### config.mk
export PLATFORM = sky130hd
export DESIGN_NAME = store_set_predictor
export DESIGN_NICKNAME = d
export VERILOG_FILES = /design/src/store_set_pkg.sv /design/src/store_set_predictor.sv /design/src/violation_trainer.sv /design/src/lfst_stage.sv /design/src/ssit_stage.sv /design/src/predictor_table.sv /design/src/sst.sv
export SDC_FILE = /design/constraint.sdc
export NUM_CORES = 2
export LEC_CHECK = 0
export ABC_AREA = 1
export BUFFER_PORTS_ARGS = -buffer_cell sky130_fd_sc_hd__buf_2
export CAP_MARGIN = 20
export CELL_PAD_IN_SITES_DETAIL_PLACEMENT = 1
export CELL_PAD_IN_SITES_GLOBAL_PLACEMENT = 2
export CORE_MARGIN = 1.5
export CORE_UTILIZATION = 32
export CTS_CLUSTER_SIZE = 25
export DETAILED_ROUTE_END_ITERATION = 8
export PLACE_DENSITY_LB_ADDON = 0.1
export RECOVER_POWER = 50
export SLEW_MARGIN = 20
export SYNTH_ARGS = -nofsm -noshare
export SYNTH_HDL_FRONTEND = slang
export SYNTH_SLANG_ARGS = --single-unit
export TNS_END_PERCENT = 100
### constraint.sdc
create_clock -name CLK -period 7.61 [get_ports CLK]
set_input_delay 1.9025 -clock CLK [delete_from_list [all_inputs] [get_ports CLK]]
set_output_delay 1.9025 -clock CLK [all_outputs]
set_load 0.01 [all_outputs]
### src/store_set_pkg.sv
// shared widths, payload types and index hash for the store-set predictor
// every predictor file refers to these by scoped name
package store_set_pkg;

    // --------------------
    // sizes

    // number of store sets tracked by the allocator
    localparam int STORE_SET_COUNT = 64;
    localparam int SSID_WIDTH = $clog2(STORE_SET_COUNT);
    // pseudo-LRU tree nodes, one fewer than leaves
    localparam int PLRU_NODES = STORE_SET_COUNT - 1;

    localparam int SSIT_ENTRIES = 128;
    localparam int SSIT_INDEX_WIDTH = $clog2(SSIT_ENTRIES);

    localparam int PC_WIDTH = 32;
    localparam int ROB_TAG_WIDTH = 7;

    // --------------------
    // types

    typedef logic [SSID_WIDTH-1:0]       ssid_t;
    typedef logic [PC_WIDTH-1:0]         pc_t;
    typedef logic [ROB_TAG_WIDTH-1:0]    rob_tag_t;
    typedef logic [SSIT_INDEX_WIDTH-1:0] ssit_index_t;

    // pc -> store set mapping
    typedef struct packed {
        logic  valid;
        ssid_t ssid;
    } ssit_entry_t;

    // store set -> youngest in-flight store
    typedef struct packed {
        logic     valid;
        rob_tag_t rob_tag;
    } lfst_entry_t;

    // --------------------
    // hash

    // word-aligned pc, low index field folded with the field above it
    function automatic ssit_index_t ssit_hash(input pc_t pc);
        return pc[SSIT_INDEX_WIDTH+1:2] ^ pc[2*SSIT_INDEX_WIDTH+1:SSIT_INDEX_WIDTH+2];
    endfunction

endpackage
### src/store_set_predictor.sv
// store-set memory dependence predictor, top level
// dispatch responds two cycles later with the op's ssid and, for loads,
// the ROB tag of the store it must wait for
// commits clear the LFST, violations train the SSIT
`timescale 1ns/100ps

module store_set_predictor (
    input  logic                    CLK,
    input  logic                    nRST,

    // dispatch
    input  logic                    disp_valid,
    input  store_set_pkg::pc_t      disp_pc,
    input  logic                    disp_is_store,
    input  store_set_pkg::rob_tag_t disp_rob_tag,

    // response
    output logic                    resp_valid,
    output logic                    resp_is_store,
    output store_set_pkg::rob_tag_t resp_rob_tag,
    output logic                    resp_ssid_valid,
    output store_set_pkg::ssid_t    resp_ssid,
    output logic                    resp_dep_valid,
    output store_set_pkg::rob_tag_t resp_dep_rob_tag,

    // commit
    input  logic                    commit_valid,
    input  store_set_pkg::ssid_t    commit_ssid,
    input  store_set_pkg::rob_tag_t commit_rob_tag,

    // violation
    input  logic                    viol_valid,
    output logic                    viol_ready,
    input  store_set_pkg::pc_t      viol_load_pc,
    input  store_set_pkg::pc_t      viol_store_pc
);

    // --------------------
    // wires

    // SSIT ports
    store_set_pkg::ssit_index_t  ssit_rd_index;
    store_set_pkg::ssit_entry_t  ssit_rd_entry;
    logic                        ssit_wr_valid;
    store_set_pkg::ssit_index_t  ssit_wr_index;
    store_set_pkg::ssit_entry_t  ssit_wr_entry;

    // stage 1 -> stage 2
    logic                        s2_valid;
    logic                        s2_is_store;
    store_set_pkg::rob_tag_t     s2_rob_tag;
    logic                        s2_ssid_valid;
    store_set_pkg::ssid_t        s2_ssid;

    // LFST ports
    store_set_pkg::ssid_t        lfst_rd_index;
    store_set_pkg::lfst_entry_t  lfst_rd_entry;
    store_set_pkg::ssid_t        lfst_rd2_index;
    store_set_pkg::lfst_entry_t  lfst_rd2_entry;
    logic                        lfst_wr_valid;
    store_set_pkg::ssid_t        lfst_wr_index;
    store_set_pkg::lfst_entry_t  lfst_wr_entry;

    // allocator
    logic                        new_ssid_valid;
    store_set_pkg::ssid_t        new_ssid;
    logic                        touch_ssid_valid;
    store_set_pkg::ssid_t        touch_ssid;

    // --------------------
    // tables

    // pc hash -> ssid, second read unused
    predictor_table #(
        .entry_t (store_set_pkg::ssit_entry_t),
        .DEPTH   (store_set_pkg::SSIT_ENTRIES)
    ) ssit_inst (
        .CLK       (CLK),
        .nRST      (nRST),
        .rd_index  (ssit_rd_index),
        .rd_entry  (ssit_rd_entry),
        .rd2_index ('0),
        .rd2_entry (),
        .wr_valid  (ssit_wr_valid),
        .wr_index  (ssit_wr_index),
        .wr_entry  (ssit_wr_entry)
    );

    // ssid -> last store tag
    predictor_table #(
        .entry_t (store_set_pkg::lfst_entry_t),
        .DEPTH   (store_set_pkg::STORE_SET_COUNT)
    ) lfst_inst (
        .CLK       (CLK),
        .nRST      (nRST),
        .rd_index  (lfst_rd_index),
        .rd_entry  (lfst_rd_entry),
        .rd2_index (lfst_rd2_index),
        .rd2_entry (lfst_rd2_entry),
        .wr_valid  (lfst_wr_valid),
        .wr_index  (lfst_wr_index),
        .wr_entry  (lfst_wr_entry)
    );

    // --------------------
    // dispatch pipeline

    ssit_stage ssit_stage_inst (
        .CLK              (CLK),
        .nRST             (nRST),
        .disp_valid       (disp_valid),
        .disp_pc          (disp_pc),
        .disp_is_store    (disp_is_store),
        .disp_rob_tag     (disp_rob_tag),
        .ssit_rd_index    (ssit_rd_index),
        .ssit_rd_entry    (ssit_rd_entry),
        .s2_valid         (s2_valid),
        .s2_is_store      (s2_is_store),
        .s2_rob_tag       (s2_rob_tag),
        .s2_ssid_valid    (s2_ssid_valid),
        .s2_ssid          (s2_ssid),
        .touch_ssid_valid (touch_ssid_valid),
        .touch_ssid       (touch_ssid)
    );

    lfst_stage lfst_stage_inst (
        .CLK              (CLK),
        .nRST             (nRST),
        .s2_valid         (s2_valid),
        .s2_is_store      (s2_is_store),
        .s2_rob_tag       (s2_rob_tag),
        .s2_ssid_valid    (s2_ssid_valid),
        .s2_ssid          (s2_ssid),
        .lfst_rd_index    (lfst_rd_index),
        .lfst_rd_entry    (lfst_rd_entry),
        .lfst_rd2_index   (lfst_rd2_index),
        .lfst_rd2_entry   (lfst_rd2_entry),
        .lfst_wr_valid    (lfst_wr_valid),
        .lfst_wr_index    (lfst_wr_index),
        .lfst_wr_entry    (lfst_wr_entry),
        .commit_valid     (commit_valid),
        .commit_ssid      (commit_ssid),
        .commit_rob_tag   (commit_rob_tag),
        .resp_valid       (resp_valid),
        .resp_is_store    (resp_is_store),
        .resp_rob_tag     (resp_rob_tag),
        .resp_ssid_valid  (resp_ssid_valid),
        .resp_ssid        (resp_ssid),
        .resp_dep_valid   (resp_dep_valid),
        .resp_dep_rob_tag (resp_dep_rob_tag)
    );

    // --------------------
    // training

    violation_trainer violation_trainer_inst (
        .CLK            (CLK),
        .nRST           (nRST),
        .viol_valid     (viol_valid),
        .viol_ready     (viol_ready),
        .viol_load_pc   (viol_load_pc),
        .viol_store_pc  (viol_store_pc),
        .new_ssid       (new_ssid),
        .new_ssid_valid (new_ssid_valid),
        .ssit_wr_valid  (ssit_wr_valid),
        .ssit_wr_index  (ssit_wr_index),
        .ssit_wr_entry  (ssit_wr_entry)
    );

    sst sst_inst (
        .CLK              (CLK),
        .nRST             (nRST),
        .new_ssid_valid   (new_ssid_valid),
        .new_ssid         (new_ssid),
        .touch_ssid_valid (touch_ssid_valid),
        .touch_ssid       (touch_ssid)
    );

endmodule

### src/violation_trainer.sv
// trains the SSIT on a memory-order violation
// takes a fresh ssid from the allocator, then writes it into the
// load pc's entry and the store pc's entry on the next two cycles
`timescale 1ns/100ps

module violation_trainer (
    input  logic                        CLK,
    input  logic                        nRST,

    // violation report
    input  logic                        viol_valid,
    output logic                        viol_ready,
    input  store_set_pkg::pc_t          viol_load_pc,
    input  store_set_pkg::pc_t          viol_store_pc,

    // allocator
    input  store_set_pkg::ssid_t        new_ssid,
    output logic                        new_ssid_valid,

    // SSIT write
    output logic                        ssit_wr_valid,
    output store_set_pkg::ssit_index_t  ssit_wr_index,
    output store_set_pkg::ssit_entry_t  ssit_wr_entry
);

    typedef enum logic [1:0] {
        IDLE,
        WR_LOAD,
        WR_STORE
    } state_t;

    state_t                     state;
    state_t                     next_state;
    logic                       accept;
    store_set_pkg::ssid_t       held_ssid;
    store_set_pkg::ssit_index_t load_index;
    store_set_pkg::pc_t         store_pc;

    // --------------------
    // handshake

    assign viol_ready     = (state == IDLE);
    assign accept         = viol_valid & viol_ready;
    // allocator advances on the accepting edge
    assign new_ssid_valid = accept;

    // --------------------
    // FSM

    always_comb begin
        next_state = state;
        case (state)
            IDLE:     if (accept) next_state = WR_LOAD;
            WR_LOAD:  next_state = WR_STORE;
            WR_STORE: next_state = IDLE;
            default:  next_state = IDLE;
        endcase
    end

    always_ff @(posedge CLK) begin
        if (!nRST) begin
            state <= IDLE;
        end else begin
            state <= next_state;
        end
    end

    // report held until both entries are written
    always_ff @(posedge CLK) begin
        if (accept) begin
            held_ssid  <= new_ssid;
            load_index <= store_set_pkg::ssit_hash(viol_load_pc);
            store_pc   <= viol_store_pc;
        end
    end

    // --------------------
    // SSIT write

    // load entry first, store entry second, same fresh ssid
    assign ssit_wr_valid = (state == WR_LOAD) | (state == WR_STORE);
    assign ssit_wr_index = (state == WR_LOAD) ? load_index
                                              : store_set_pkg::ssit_hash(store_pc);
    assign ssit_wr_entry = '{valid: 1'b1, ssid: held_ssid};

    // --------------------
    // checks

    // an accepted report writes exactly two cycles, then goes idle
    a_two_writes: assert property (
        @(posedge CLK) disable iff (!nRST)
        accept |=> ssit_wr_valid ##1 ssit_wr_valid ##1 (!ssit_wr_valid && viol_ready)
    ) else $error("trainer write sequence is not two cycles");

endmodule

### src/lfst_stage.sv
// dispatch stage 2 of the predictor
// reads the LFST with the op's ssid and registers the dependency response
// owns the LFST write: store records first, commit clears otherwise
`timescale 1ns/100ps

module lfst_stage (
    input  logic                        CLK,
    input  logic                        nRST,

    // from stage 1
    input  logic                        s2_valid,
    input  logic                        s2_is_store,
    input  store_set_pkg::rob_tag_t     s2_rob_tag,
    input  logic                        s2_ssid_valid,
    input  store_set_pkg::ssid_t        s2_ssid,

    // LFST reads, op lookup and commit check
    output store_set_pkg::ssid_t        lfst_rd_index,
    input  store_set_pkg::lfst_entry_t  lfst_rd_entry,
    output store_set_pkg::ssid_t        lfst_rd2_index,
    input  store_set_pkg::lfst_entry_t  lfst_rd2_entry,

    // LFST write
    output logic                        lfst_wr_valid,
    output store_set_pkg::ssid_t        lfst_wr_index,
    output store_set_pkg::lfst_entry_t  lfst_wr_entry,

    // commit
    input  logic                        commit_valid,
    input  store_set_pkg::ssid_t        commit_ssid,
    input  store_set_pkg::rob_tag_t     commit_rob_tag,

    // response
    output logic                        resp_valid,
    output logic                        resp_is_store,
    output store_set_pkg::rob_tag_t     resp_rob_tag,
    output logic                        resp_ssid_valid,
    output store_set_pkg::ssid_t        resp_ssid,
    output logic                        resp_dep_valid,
    output store_set_pkg::rob_tag_t     resp_dep_rob_tag
);

    logic store_record;
    logic commit_clear;
    logic dep_hit;

    // --------------------
    // lookup

    assign lfst_rd_index  = s2_ssid;
    assign lfst_rd2_index = commit_ssid;

    // only loads wait, and only on a live store in their set
    assign dep_hit = s2_valid & ~s2_is_store & s2_ssid_valid & lfst_rd_entry.valid;

    // --------------------
    // write select

    // stores in a known set become the set's last store
    assign store_record = s2_valid & s2_is_store & s2_ssid_valid;

    // commit clears only if no younger store has replaced it
    assign commit_clear = commit_valid & lfst_rd2_entry.valid
                        & (lfst_rd2_entry.rob_tag == commit_rob_tag);

    // store wins, a same-cycle commit is dropped
    assign lfst_wr_valid = store_record | commit_clear;
    assign lfst_wr_index = store_record ? s2_ssid : commit_ssid;
    assign lfst_wr_entry = store_record
                         ? store_set_pkg::lfst_entry_t'{valid: 1'b1, rob_tag: s2_rob_tag}
                         : '0;

    // --------------------
    // response register

    always_ff @(posedge CLK) begin
        if (!nRST) begin
            resp_valid <= 1'b0;
        end else begin
            resp_valid <= s2_valid;
        end
    end

    always_ff @(posedge CLK) begin
        if (s2_valid) begin
            resp_is_store    <= s2_is_store;
            resp_rob_tag     <= s2_rob_tag;
            resp_ssid_valid  <= s2_ssid_valid;
            resp_ssid        <= s2_ssid;
            resp_dep_valid   <= dep_hit;
            resp_dep_rob_tag <= lfst_rd_entry.rob_tag;
        end
    end

    // --------------------
    // checks

    // a recorded store is what the next op in the same set reads
    a_store_visible: assert property (
        @(posedge CLK) disable iff (!nRST)
        store_record ##1 (s2_valid && s2_ssid_valid && (s2_ssid == $past(s2_ssid)))
        |-> (lfst_rd_entry.valid && (lfst_rd_entry.rob_tag == $past(s2_rob_tag)))
    ) else $error("recorded store tag not visible to the next op in its set");

endmodule

### src/ssit_stage.sv
// dispatch stage 1 of the predictor
// hashes the dispatching pc, reads the SSIT and registers the op with its ssid
// a registered hit also refreshes that ssid in the allocator
`timescale 1ns/100ps

module ssit_stage (
    input  logic                        CLK,
    input  logic                        nRST,

    // dispatch in
    input  logic                        disp_valid,
    input  store_set_pkg::pc_t          disp_pc,
    input  logic                        disp_is_store,
    input  store_set_pkg::rob_tag_t     disp_rob_tag,

    // SSIT read
    output store_set_pkg::ssit_index_t  ssit_rd_index,
    input  store_set_pkg::ssit_entry_t  ssit_rd_entry,

    // to stage 2
    output logic                        s2_valid,
    output logic                        s2_is_store,
    output store_set_pkg::rob_tag_t     s2_rob_tag,
    output logic                        s2_ssid_valid,
    output store_set_pkg::ssid_t        s2_ssid,

    // allocator touch
    output logic                        touch_ssid_valid,
    output store_set_pkg::ssid_t        touch_ssid
);

    // --------------------
    // lookup

    assign ssit_rd_index = store_set_pkg::ssit_hash(disp_pc);

    // --------------------
    // stage register

    always_ff @(posedge CLK) begin
        if (!nRST) begin
            s2_valid <= 1'b0;
        end else begin
            s2_valid <= disp_valid;
        end
    end

    // op payload, only meaningful under s2_valid
    always_ff @(posedge CLK) begin
        if (disp_valid) begin
            s2_is_store   <= disp_is_store;
            s2_rob_tag    <= disp_rob_tag;
            s2_ssid_valid <= ssit_rd_entry.valid;
            s2_ssid       <= ssit_rd_entry.ssid;
        end
    end

    // --------------------
    // touch

    // any op that hit keeps its set warm
    assign touch_ssid_valid = s2_valid & s2_ssid_valid;
    assign touch_ssid       = s2_ssid;

endmodule

### src/predictor_table.sv
// register-file table shared by the SSIT and the LFST
// two combinational reads, one write at the clock edge
// entries clear to zero, which makes every entry invalid
`timescale 1ns/100ps

module predictor_table #(
    parameter type entry_t = logic,
    parameter int  DEPTH   = 64
) (
    input  logic                     CLK,
    input  logic                     nRST,

    // primary read
    input  logic [$clog2(DEPTH)-1:0] rd_index,
    output entry_t                   rd_entry,

    // secondary read, used by the LFST commit check
    input  logic [$clog2(DEPTH)-1:0] rd2_index,
    output entry_t                   rd2_entry,

    // write
    input  logic                     wr_valid,
    input  logic [$clog2(DEPTH)-1:0] wr_index,
    input  entry_t                   wr_entry
);

    entry_t entries [DEPTH];

    // --------------------
    // reads

    // a write shows up on the read the cycle after it lands
    assign rd_entry  = entries[rd_index];
    assign rd2_entry = entries[rd2_index];

    // --------------------
    // write

    always_ff @(posedge CLK) begin
        if (!nRST) begin
            entries <= '{default: '0};
        end else if (wr_valid) begin
            entries[wr_index] <= wr_entry;
        end
    end

endmodule

### src/sst.sv
// store set tracker, a tree pseudo-LRU allocator of store set IDs
// new_ssid always shows the next ID to hand out; pulse new_ssid_valid to take it
// touch marks an ID as recently used so it is not reallocated soon
`timescale 1ns/100ps

module sst (
    input  logic                 CLK,
    input  logic                 nRST,

    // allocation
    input  logic                 new_ssid_valid,
    output store_set_pkg::ssid_t new_ssid,

    // recent use
    input  logic                 touch_ssid_valid,
    input  store_set_pkg::ssid_t touch_ssid
);

    // --------------------
    // tree state

    // heap order, root at node 0, children of n at 2n+1 and 2n+2
    // one tree level per ssid bit, msb at the root
    logic [store_set_pkg::PLRU_NODES-1:0] plru;

    // node that decides each ssid bit, along the advertised path
    logic [store_set_pkg::SSID_WIDTH-1:0] alloc_node [store_set_pkg::SSID_WIDTH];
    // same, along the touched path
    logic [store_set_pkg::SSID_WIDTH-1:0] touch_node [store_set_pkg::SSID_WIDTH];

    // --------------------
    // path walk

    for (genvar b = store_set_pkg::SSID_WIDTH - 1; b >= 0; b--) begin : g_level
        // each level's bit picks the branch taken
        assign new_ssid[b] = plru[alloc_node[b]];

        if (b == store_set_pkg::SSID_WIDTH - 1) begin : g_root
            assign alloc_node[b] = '0;
            assign touch_node[b] = '0;
        end else begin : g_child
            // left child is 2n+1, right adds one more
            assign alloc_node[b] = store_set_pkg::ssid_t'(
                {alloc_node[b+1], 1'b1} + {{store_set_pkg::SSID_WIDTH{1'b0}}, new_ssid[b+1]});
            assign touch_node[b] = store_set_pkg::ssid_t'(
                {touch_node[b+1], 1'b1} + {{store_set_pkg::SSID_WIDTH{1'b0}}, touch_ssid[b+1]});
        end
    end

    // --------------------
    // update

    always_ff @(posedge CLK) begin
        if (!nRST) begin
            // first allocation is ssid 0
            plru <= '0;
        end else if (new_ssid_valid) begin
            // flip every node on the handed-out path
            for (int b = 0; b < store_set_pkg::SSID_WIDTH; b++) begin
                plru[alloc_node[b]] <= ~plru[alloc_node[b]];
            end
        end else if (touch_ssid_valid) begin
            // point each node away from the touched id
            // dropped when an allocation lands in the same cycle
            for (int b = 0; b < store_set_pkg::SSID_WIDTH; b++) begin
                plru[touch_node[b]] <= ~touch_ssid[b];
            end
        end
    end

    // --------------------
    // checks

    // trainer must stay quiet while the core is held in reset
    a_no_alloc_in_reset: assert property (
        @(posedge CLK) !nRST |-> !new_ssid_valid
    ) else $error("sst allocation requested during reset");

endmodule

======== Word-level counts from Yosys, hierarchy flattened ========
Cells that the tools add are included.
word-level totals
  logic and storage cells ................. 550
  flip-flop bits (word level) ............. 1542
  input bits .............................. 122
operators by class
  reductions and logical operators ........ 14
  add/subtract/negate cells ............... 10
  $lt $le $gt $ge ......................... 27
  multiplexer cells ....................... 62
  equal/unequal tests ..................... 4
  bitwise gates (word level) .............. 32
operators by type and width
  kind                                                         count
  bitwise mux 896 bit                                          1
  bitwise mux 63 bit                                           10
  bitwise mux 512 bit                                          1
  two-way mux 63 bit                                           2
  binary-select mux 8 bit (select 6 bit)                       2
  less-than comparator 6 x 7 -> 1 bit (second input constant)  9
  demux 1 bit (select 6 bit)                                   10
  >= comparator 6 x 1 -> 1 bit (second input constant)         10
  binary-select mux 7 bit (select 7 bit)                       1
  demux 7 bit (select 7 bit)                                   1
  demux 8 bit (select 6 bit)                                   1
  two-way mux 8 bit                                            6
  adder 6 x 1 -> 6 bit                                         6
  binary-select mux 1 bit (select 6 bit)                       5
  two-way mux 7 bit                                            4
  >= comparator 7 bit (second input constant)                  3
  inverter 6 -> 7 bit                                          3
  bitwise XOR 7 bit                                            3
  >= comparator 8 bit (second input constant)                  2
  inverter 7 -> 8 bit                                          2
  two-way mux 1 bit                                            15
  inverter 1 bit                                               13
  logical AND 1 bit                                            12
  AND 1 bit                                                    9
  15 further kinds                                             18

======== Logic depth before layout (Yosys ltp) ========
  word-level depth ........................ 23
  mapped depth ............................ 64
  gate-level depth less buffers ........... 55

======== By module ========
A second synthesis with hierarchy kept.
unflattened totals
  cells, all modules ...................... 15109
  area, all modules ....................... 90259.1 um^2
by module, submodules not included
  module                        area each (um^2)  sequential area each (um^2)  times used  cells each
  predictor_table at ssit_inst  49606.3           17937.2                      1           8238
  predictor_table at lfst_inst  28035.6           10249.8                      1           4725
  sst                           9586.7            1261.2                       1           1858
  violation_trainer             1229.9            850.8                        1           107
  lfst_stage                    1134.8            710.7                        1           119
  ssit_stage                    661.9             470.5                        1           61
  store_set_predictor           3.8               0.0                          1           1

======== Least setup slack after synthesis ========
Ideal clock, no wire load.
  path type ............................... reg2reg
  from .................................... register sst_inst.plru[0] (netlist bit)
  to ...................................... register sst_inst.plru[16] (netlist bit)
  slack ................................... -0.662 ns
  arrival ................................. 8.201 ns
  data required time ...................... 7.540 ns
  path buffers ............................ 10
  cell stages (with the launch flop) ...... 60
  clock period less this slack ............ 8.272 ns
  cell sequence ........................... dfxtp_1 buf_4 nand2_2 nand2_4 inv_1 ha_1 inv_1 o21ai_1 nand2_2 buf_6 inv_1 ha_1 xnor2_2 inv_1 nor2_1 nand4_1 nand2_1 nor2_1 [24 not listed] or2_2 nand2_1 inv_1 nor2_1 inv_1 nor2_8 nand2_1 nand2_1 nor2_1 nand2_1 nand3_1 nand3_2 nand2_1 buf_6 buf_6 o22ai_2 nand2_1 a21oi_1
on the way
  word-level cells in the longest chain between the ends .. 23
  elaborated cells on any way between the ends .. 51
RTL lines
  what                                                                                                              RTL line                   text
  start: declaration                                                                                                sst.sv:24                  logic [store_set_pkg::PLRU_NODES-1:0] plru;
  start signal: indexed assignment                                                                                  sst.sv:60                  plru[alloc_node[b]] <= ~plru[alloc_node[b]];
  start signal: indexed assignment                                                                                  sst.sv:66                  plru[touch_node[b]] <= ~touch_ssid[b];
  adder 1 x 1 -> 2 bit                                                                                              sst.sv:44                  {alloc_node[b+1], 1'b1} + {{store_set_pkg::SSID_WIDTH{1'b0}}, new_ssid[b+1]});
  binary-select mux 1 bit (select 6 bit) *                                                                          sst.sv:36                  assign new_ssid[b] = plru[alloc_node[b]];
  two-way mux 1 bit (implied by the code) *                                                                         sst.sv:60
  named net new_ssid[4]                                                                                             store_set_predictor.sv:66  store_set_pkg::ssid_t new_ssid;
  adder 3 x 1 -> 4 bit *                                                                                            sst.sv:44
  binary-select mux 1 bit (select 6 bit) *                                                                          sst.sv:36
  two-way mux 1 bit (implied by the code) *                                                                         sst.sv:60
  named net new_ssid[3]                                                                                             store_set_predictor.sv:66
  [3 not listed]                                                                                                    n/a
  named net new_ssid[2]                                                                                             store_set_predictor.sv:66
  [3 not listed]                                                                                                    n/a
  named net new_ssid[1]                                                                                             store_set_predictor.sv:66
  adder 6 x 1 -> 6 bit                                                                                              sst.sv:44
  less-than comparator 6 x 7 -> 1 bit (implied by the code) / >= comparator 6 x 1 -> 1 bit (equally long branches)  sst.sv:60
  logical AND 1 bit (implied by the code)                                                                           sst.sv:60
  two-way mux 1 bit (implied by the code)                                                                           sst.sv:60
  demux 1 bit (select 6 bit)                                                                                        n/a
  bitwise mux 63 bit                                                                                                sst.sv:60
  bitwise mux 63 bit * (4 in a row)                                                                                 sst.sv:60
  two-way mux 63 bit *                                                                                              sst.sv:57                  end else if (new_ssid_valid) begin
The timed path passes the listed nets; every way through them passes the cells marked *. The select of a mux whose other input is x is not followed.
A chain may end at the register's enable or synchronous reset.

======== Worst setup path after layout ========
  from .................................... register sst_inst.plru[0] (netlist bit)
  to ...................................... register sst_inst.plru[45] (netlist bit)
on the way
  word-level cells in the longest chain between the ends .. 23
  elaborated cells on any way between the ends .. 51
RTL lines
  what                                                                                                              RTL line
  adder 1 x 1 -> 2 bit                                                                                              sst.sv:44
  binary-select mux 1 bit (select 6 bit) *                                                                          sst.sv:36
  two-way mux 1 bit (implied by the code) *                                                                         sst.sv:60
  named net new_ssid[4]                                                                                             store_set_predictor.sv:66
  adder 3 x 1 -> 4 bit *                                                                                            sst.sv:44
  binary-select mux 1 bit (select 6 bit) *                                                                          sst.sv:36
  two-way mux 1 bit (implied by the code) *                                                                         sst.sv:60
  named net new_ssid[3]                                                                                             store_set_predictor.sv:66
  [6 not listed]                                                                                                    n/a
  adder 6 x 1 -> 6 bit                                                                                              sst.sv:44
  less-than comparator 6 x 7 -> 1 bit (implied by the code) / >= comparator 6 x 1 -> 1 bit (equally long branches)  sst.sv:60
  logical AND 1 bit (implied by the code)                                                                           sst.sv:60
  two-way mux 1 bit (implied by the code)                                                                           sst.sv:60
  demux 1 bit (select 6 bit)                                                                                        n/a
  bitwise mux 63 bit (3 in a row)                                                                                   sst.sv:60
  bitwise mux 63 bit * (2 in a row)                                                                                 sst.sv:60
  two-way mux 63 bit *                                                                                              sst.sv:57
Marks and branches as above.

==> impl_results.md <==
- CP most frequent cell: nand2_1
- CTS H-tree depth: 4
- Sequential share of power: 24.0%
- Req. time, crit path: between 8 and 9 ns
- Rows: 181
- GRT Overall Usage: a little over a quarter
- First-pass DRT Iterations: 5
- Post-CTS Hold Fix Bufs: 0
- Final setup viols: 0
- Total core area: 243000 sq um
- Post-DRT Antenna Nets: 0
- Peak Freq: ~0.14 GHz
- Tcrit/Tclk final: between 90 and 100%
- Vias in the first global route: about 80000
- Hold Crit Class: flop to flop
- Leak Pwr: 0.0342 uW
- Post-synthesis cell type count: just over 60
- # fillers: roughly 30000
- Crit path max fanout: 29
- Chip height: approximately 500 microns
- Yosys warnings: 0
- Vias per cell: about 5.5
- Pin count of the biggest net entering global routing: approximately 250
- Final hold violations: 0
- Switching power: about 16000 uW
- Die ar.: 248000 sq um
- Critical path class: flop to flop
- Synthesized net count: 11968
- Synth async-reset ratio: 0%
- Area after DPL: 81800 sq um
- Port bufs: 92
- CP peak stage delay: approximately 0.42 ns
- Pwr per Cell Area: about 400 nW/um^2
- Synthesized instance count: about 12000
- Detailed Place HPWL: between 200 and 250 mm
- # DRC: 0
- Arr. time, crit path: 7.85 ns
- Failing checks: capacitance limit, slew limit
- Io pins: between 100 and 150
- RePlAce Congestion: 0.861
- Top_reg_cell synth: dfxtp_1
- Area growth syn-to-layout: 13.1%
- Initial antenna violation count: 6
- Clk network pwr share: 27.6%
- First-pass GRT wire length: 531 mm
- Mean post-synth cell area: between 6 and 7 sq um
- # nets final: roughly 12000
- Sequential share of the synthesized area: roughly 40%
- Synth Cell Area: around 78000 sq um
- CTS root buf: clkbuf_16
- VDD IR max: between 0.0009 and 0.001 V
- Final Max Slew Viols: between 150 and 200
- Critical Path Source Type: flop
- Clock sinks: roughly 1500
- WL per Instance: between 20 and 25 microns
- CTS tree: yes
- Max Cap Violations: 4
- Die width: approximately 500 microns
- Maximum clock path buffer count: 3
- DR iter-0 viols: approximately 6000
- Starting Density: between 30% and 40%
- Crit. End Element: flop
- Worst-Margin Slew: approximately 3.3 ns
- Final worst setup slack: between 0.5 and 0.6 ns
- EDFF count, synth: between 60 and 70
- Dpl ws: 0.0194 ns
- Status: finished with violations
- Design Area, Final: 88700 sq um
- Gate power share: around half
- Worst-skew pair later-pin latency: 0.87 ns
- Synth Register Bits: roughly 1500
- Pint: 18700 uW
- Final wirelength: around 350 mm
- Critical path's slowest cell: nand2_2
- Share of layout cells above drive strength 1: 6.42%
- CTS buffer count: between 150 and 200
- Reg clk slew, reported paths: about 0.06 ns
- Rel. slew slack: -123%
- Setup Total Neg Slack: 0 ns
- Via Count: between 80000 and 90000
- Net Sw Frac: 46.6%
- Grt total ovfl: 0
- Final Critical Period: 7.10 ns
- Final Skew: about 0.072 ns
-- cells in the mapped netlist (4+ instances only) --
cell type / count / share of area (%)
a2111o_1: 7 / 0.10
a211oi_1: 25 / 0.24
a21boi_0: 16 / 0.15
a21oi_1: 964 / 6.2
a221oi_1: 32 / 0.36
a31oi_1: 13 / 0.10
a32oi_1: 4 / 0.045
buf_1: 52 / 0.25
buf_2: 19 / 0.12
buf_4: 5 / 0.048
buf_6: 12 / 0.17
clkbuf_1: 761 / 3.6
clkinv_1: 26 / 0.12
dfxtp_1: 1475 / 38
edfxtp_1: 65 / 2.5
ha_1: 23 / 0.37
inv_1: 787 / 3.8
inv_2: 7 / 0.034
nand2_1: 803 / 3.8
nand2_2: 10 / 0.080
nand3_1: 414 / 2.6
nand3_2: 10 / 0.13
nand3b_1: 18 / 0.17
nand4_1: 36 / 0.29
nor2_1: 3347 / 16
nor2_2: 4 / 0.032
nor2_4: 7 / 0.10
nor3_1: 55 / 0.35
o211ai_1: 86 / 0.82
o21a_1: 9 / 0.086
o21ai_0: 2233 / 14
o21ai_1: 15 / 0.096
o221ai_1: 80 / 0.89
o22ai_1: 99 / 0.79
o22ai_2: 29 / 0.46
o31ai_1: 5 / 0.048
o32ai_1: 198 / 2.2
or2_2: 7 / 0.056
xnor2_1: 15 / 0.17
xor2_1: 20 / 0.22
-- stage by stage --
step                util (%)  power, uW  hold WS (ns)  std cells
floorplan                  -      18400         0.424      11823
global placement        33.6      24100         0.437      14461
detailed placement      33.6      24200         0.436      14462
CTS                     36.4      34000         0.451      14818
global route            36.4      36600         0.456      14829
finish                  36.4      35100         0.449      14833
-- cell type report --
type | count | area, sq um | area share, %
Clock buffer | 278 | 5620 | 6.34
Antenna cell | 5 | 12.5 | 0.0141
Timing Repair Buffer | 295 | 2520 | 2.84
Tap cell | 3202 | 4010 | 4.52
Multi-Input combinational cell | 8613 | 40800 | 46.0
Sequential cell | 1540 | 31500 | 35.5
Clock inverter | 78 | 1060 | 1.20
Inverter | 822 | 3140 | 3.54
-- what timing repair did --
| action | in CTS | in global routing |
|---|---|---|
| pin swaps | 0 | 6 |
| cloned | 0 | 2 |
| setup endpoints to repair | 15 | 63 |
| setup buffers | 0 | 8 |
| resized for setup | 1 | 16 |
-- path summary, 6_finish.rpt --
kind	startpoint	slack, ns	to	cells past startpoint
min	ssit_stage_inst.s2_rob_tag[6]$_DFFE_PP_	0.45	lfst_stage_inst.resp_rob_tag[6]$_DFFE_PP_	0
max	sst_inst.plru[0]$_SDFFE_PN0P_	0.51	sst_inst.plru[45]$_SDFFE_PN0P_	51
max reg2reg	sst_inst.plru[0]$_SDFFE_PN0P_	0.51	sst_inst.plru[45]$_SDFFE_PN0P_	51
min reg2reg	ssit_stage_inst.s2_rob_tag[6]$_DFFE_PP_	0.45	lfst_stage_inst.resp_rob_tag[6]$_DFFE_PP_	0
-- sequential cells by signal, summed over array words and instances, names as in the netlist, 2 cells and up --
name,flops
lfst_inst.entries,512
lfst_stage_inst.resp_dep_rob_tag,7
lfst_stage_inst.resp_rob_tag,7
lfst_stage_inst.resp_ssid,6
ssit_inst.entries,896
ssit_stage_inst.s2_rob_tag,7
ssit_stage_inst.s2_ssid,6
sst_inst.plru,63
violation_trainer_inst.held_ssid,6
violation_trainer_inst.load_index,7
violation_trainer_inst.state,2
violation_trainer_inst.store_pc,14
-- cell families after synthesis --
group | share of synthesized area [%]
buf+inv | 8.18
compound gates | 27.0
fa+ha+maj | 0.367
flops | 40.2
simple gates | 23.9
xor+xnor | 0.447
-- power groups by stage --
stage | clock, uW | combinational (uW) | sequential (uW)
6_report | 9680 | 17000 | 8430
4_1_cts | 9920 | 15700 | 8420
2_1_floorplan | 0 | 9870 | 8530
3_5_place_dp | 0 | 15600 | 8600
3_3_place_gp | 0 | 15500 | 8600
5_1_grt | 10200 | 17900 | 8440
-- routing by layer --
layer / track usage, % / vias to the layer above / wire length, microns
li1: - / 38904 / -
met1: 37.5 / 40519 / 164000
met2: 45.0 / 1809 / 162000
met3: 3.16 / 481 / 15300
met4: 8.26 / 0 / 10600
met5: 0 / - / 0
-- critical path, delay by kind of cell, from the launching register on --
| kind | cells | cell delay [ns] |
|---|---|---|
| AND/OR/NAND/NOR | 31 | 3.32 |
| buffers and inverters | 14 | 2.07 |
| adder cells (fa/ha/maj) | 3 | 0.78 |
| flip-flops | 1 | 0.35 |
| XOR/XNOR | 1 | 0.23 |
| AO/OA/AOI/OAI | 2 | 0.23 |
-- cell usage in the layout (no fill, tap or decap), types with 11 or more instances in the layout --
master / n
nor2_1: 3327
o21ai_0: 2232
dfxtp_1: 1473
a21oi_1: 964
nand2_1: 798
inv_1: 774
nand3_1: 411
o32ai_1: 198
clkbuf_16: 196
buf_4: 154
o22ai_1: 99
buf_2: 88
o211ai_1: 86
o221ai_1: 80
edfxtp_1: 65
clkbuf_1: 48
nor3_1: 45
clkinv_2: 44
clkbuf_8: 43
buf_12: 38
nand4_1: 36
a221oi_1: 32
o22ai_2: 29
clkinv_1: 28
a211oi_1: 25
ha_1: 22
nor2_4: 20
xor2_1: 19
nand3b_1: 18
o21ai_1: 16
a21boi_0: 16
bufinv_16: 14
a31oi_1: 13
nor2_2: 12
nand2_2: 11
xnor2_1: 11
nor3_2: 11
Note: power is estimated with default switching activity, not from simulation.
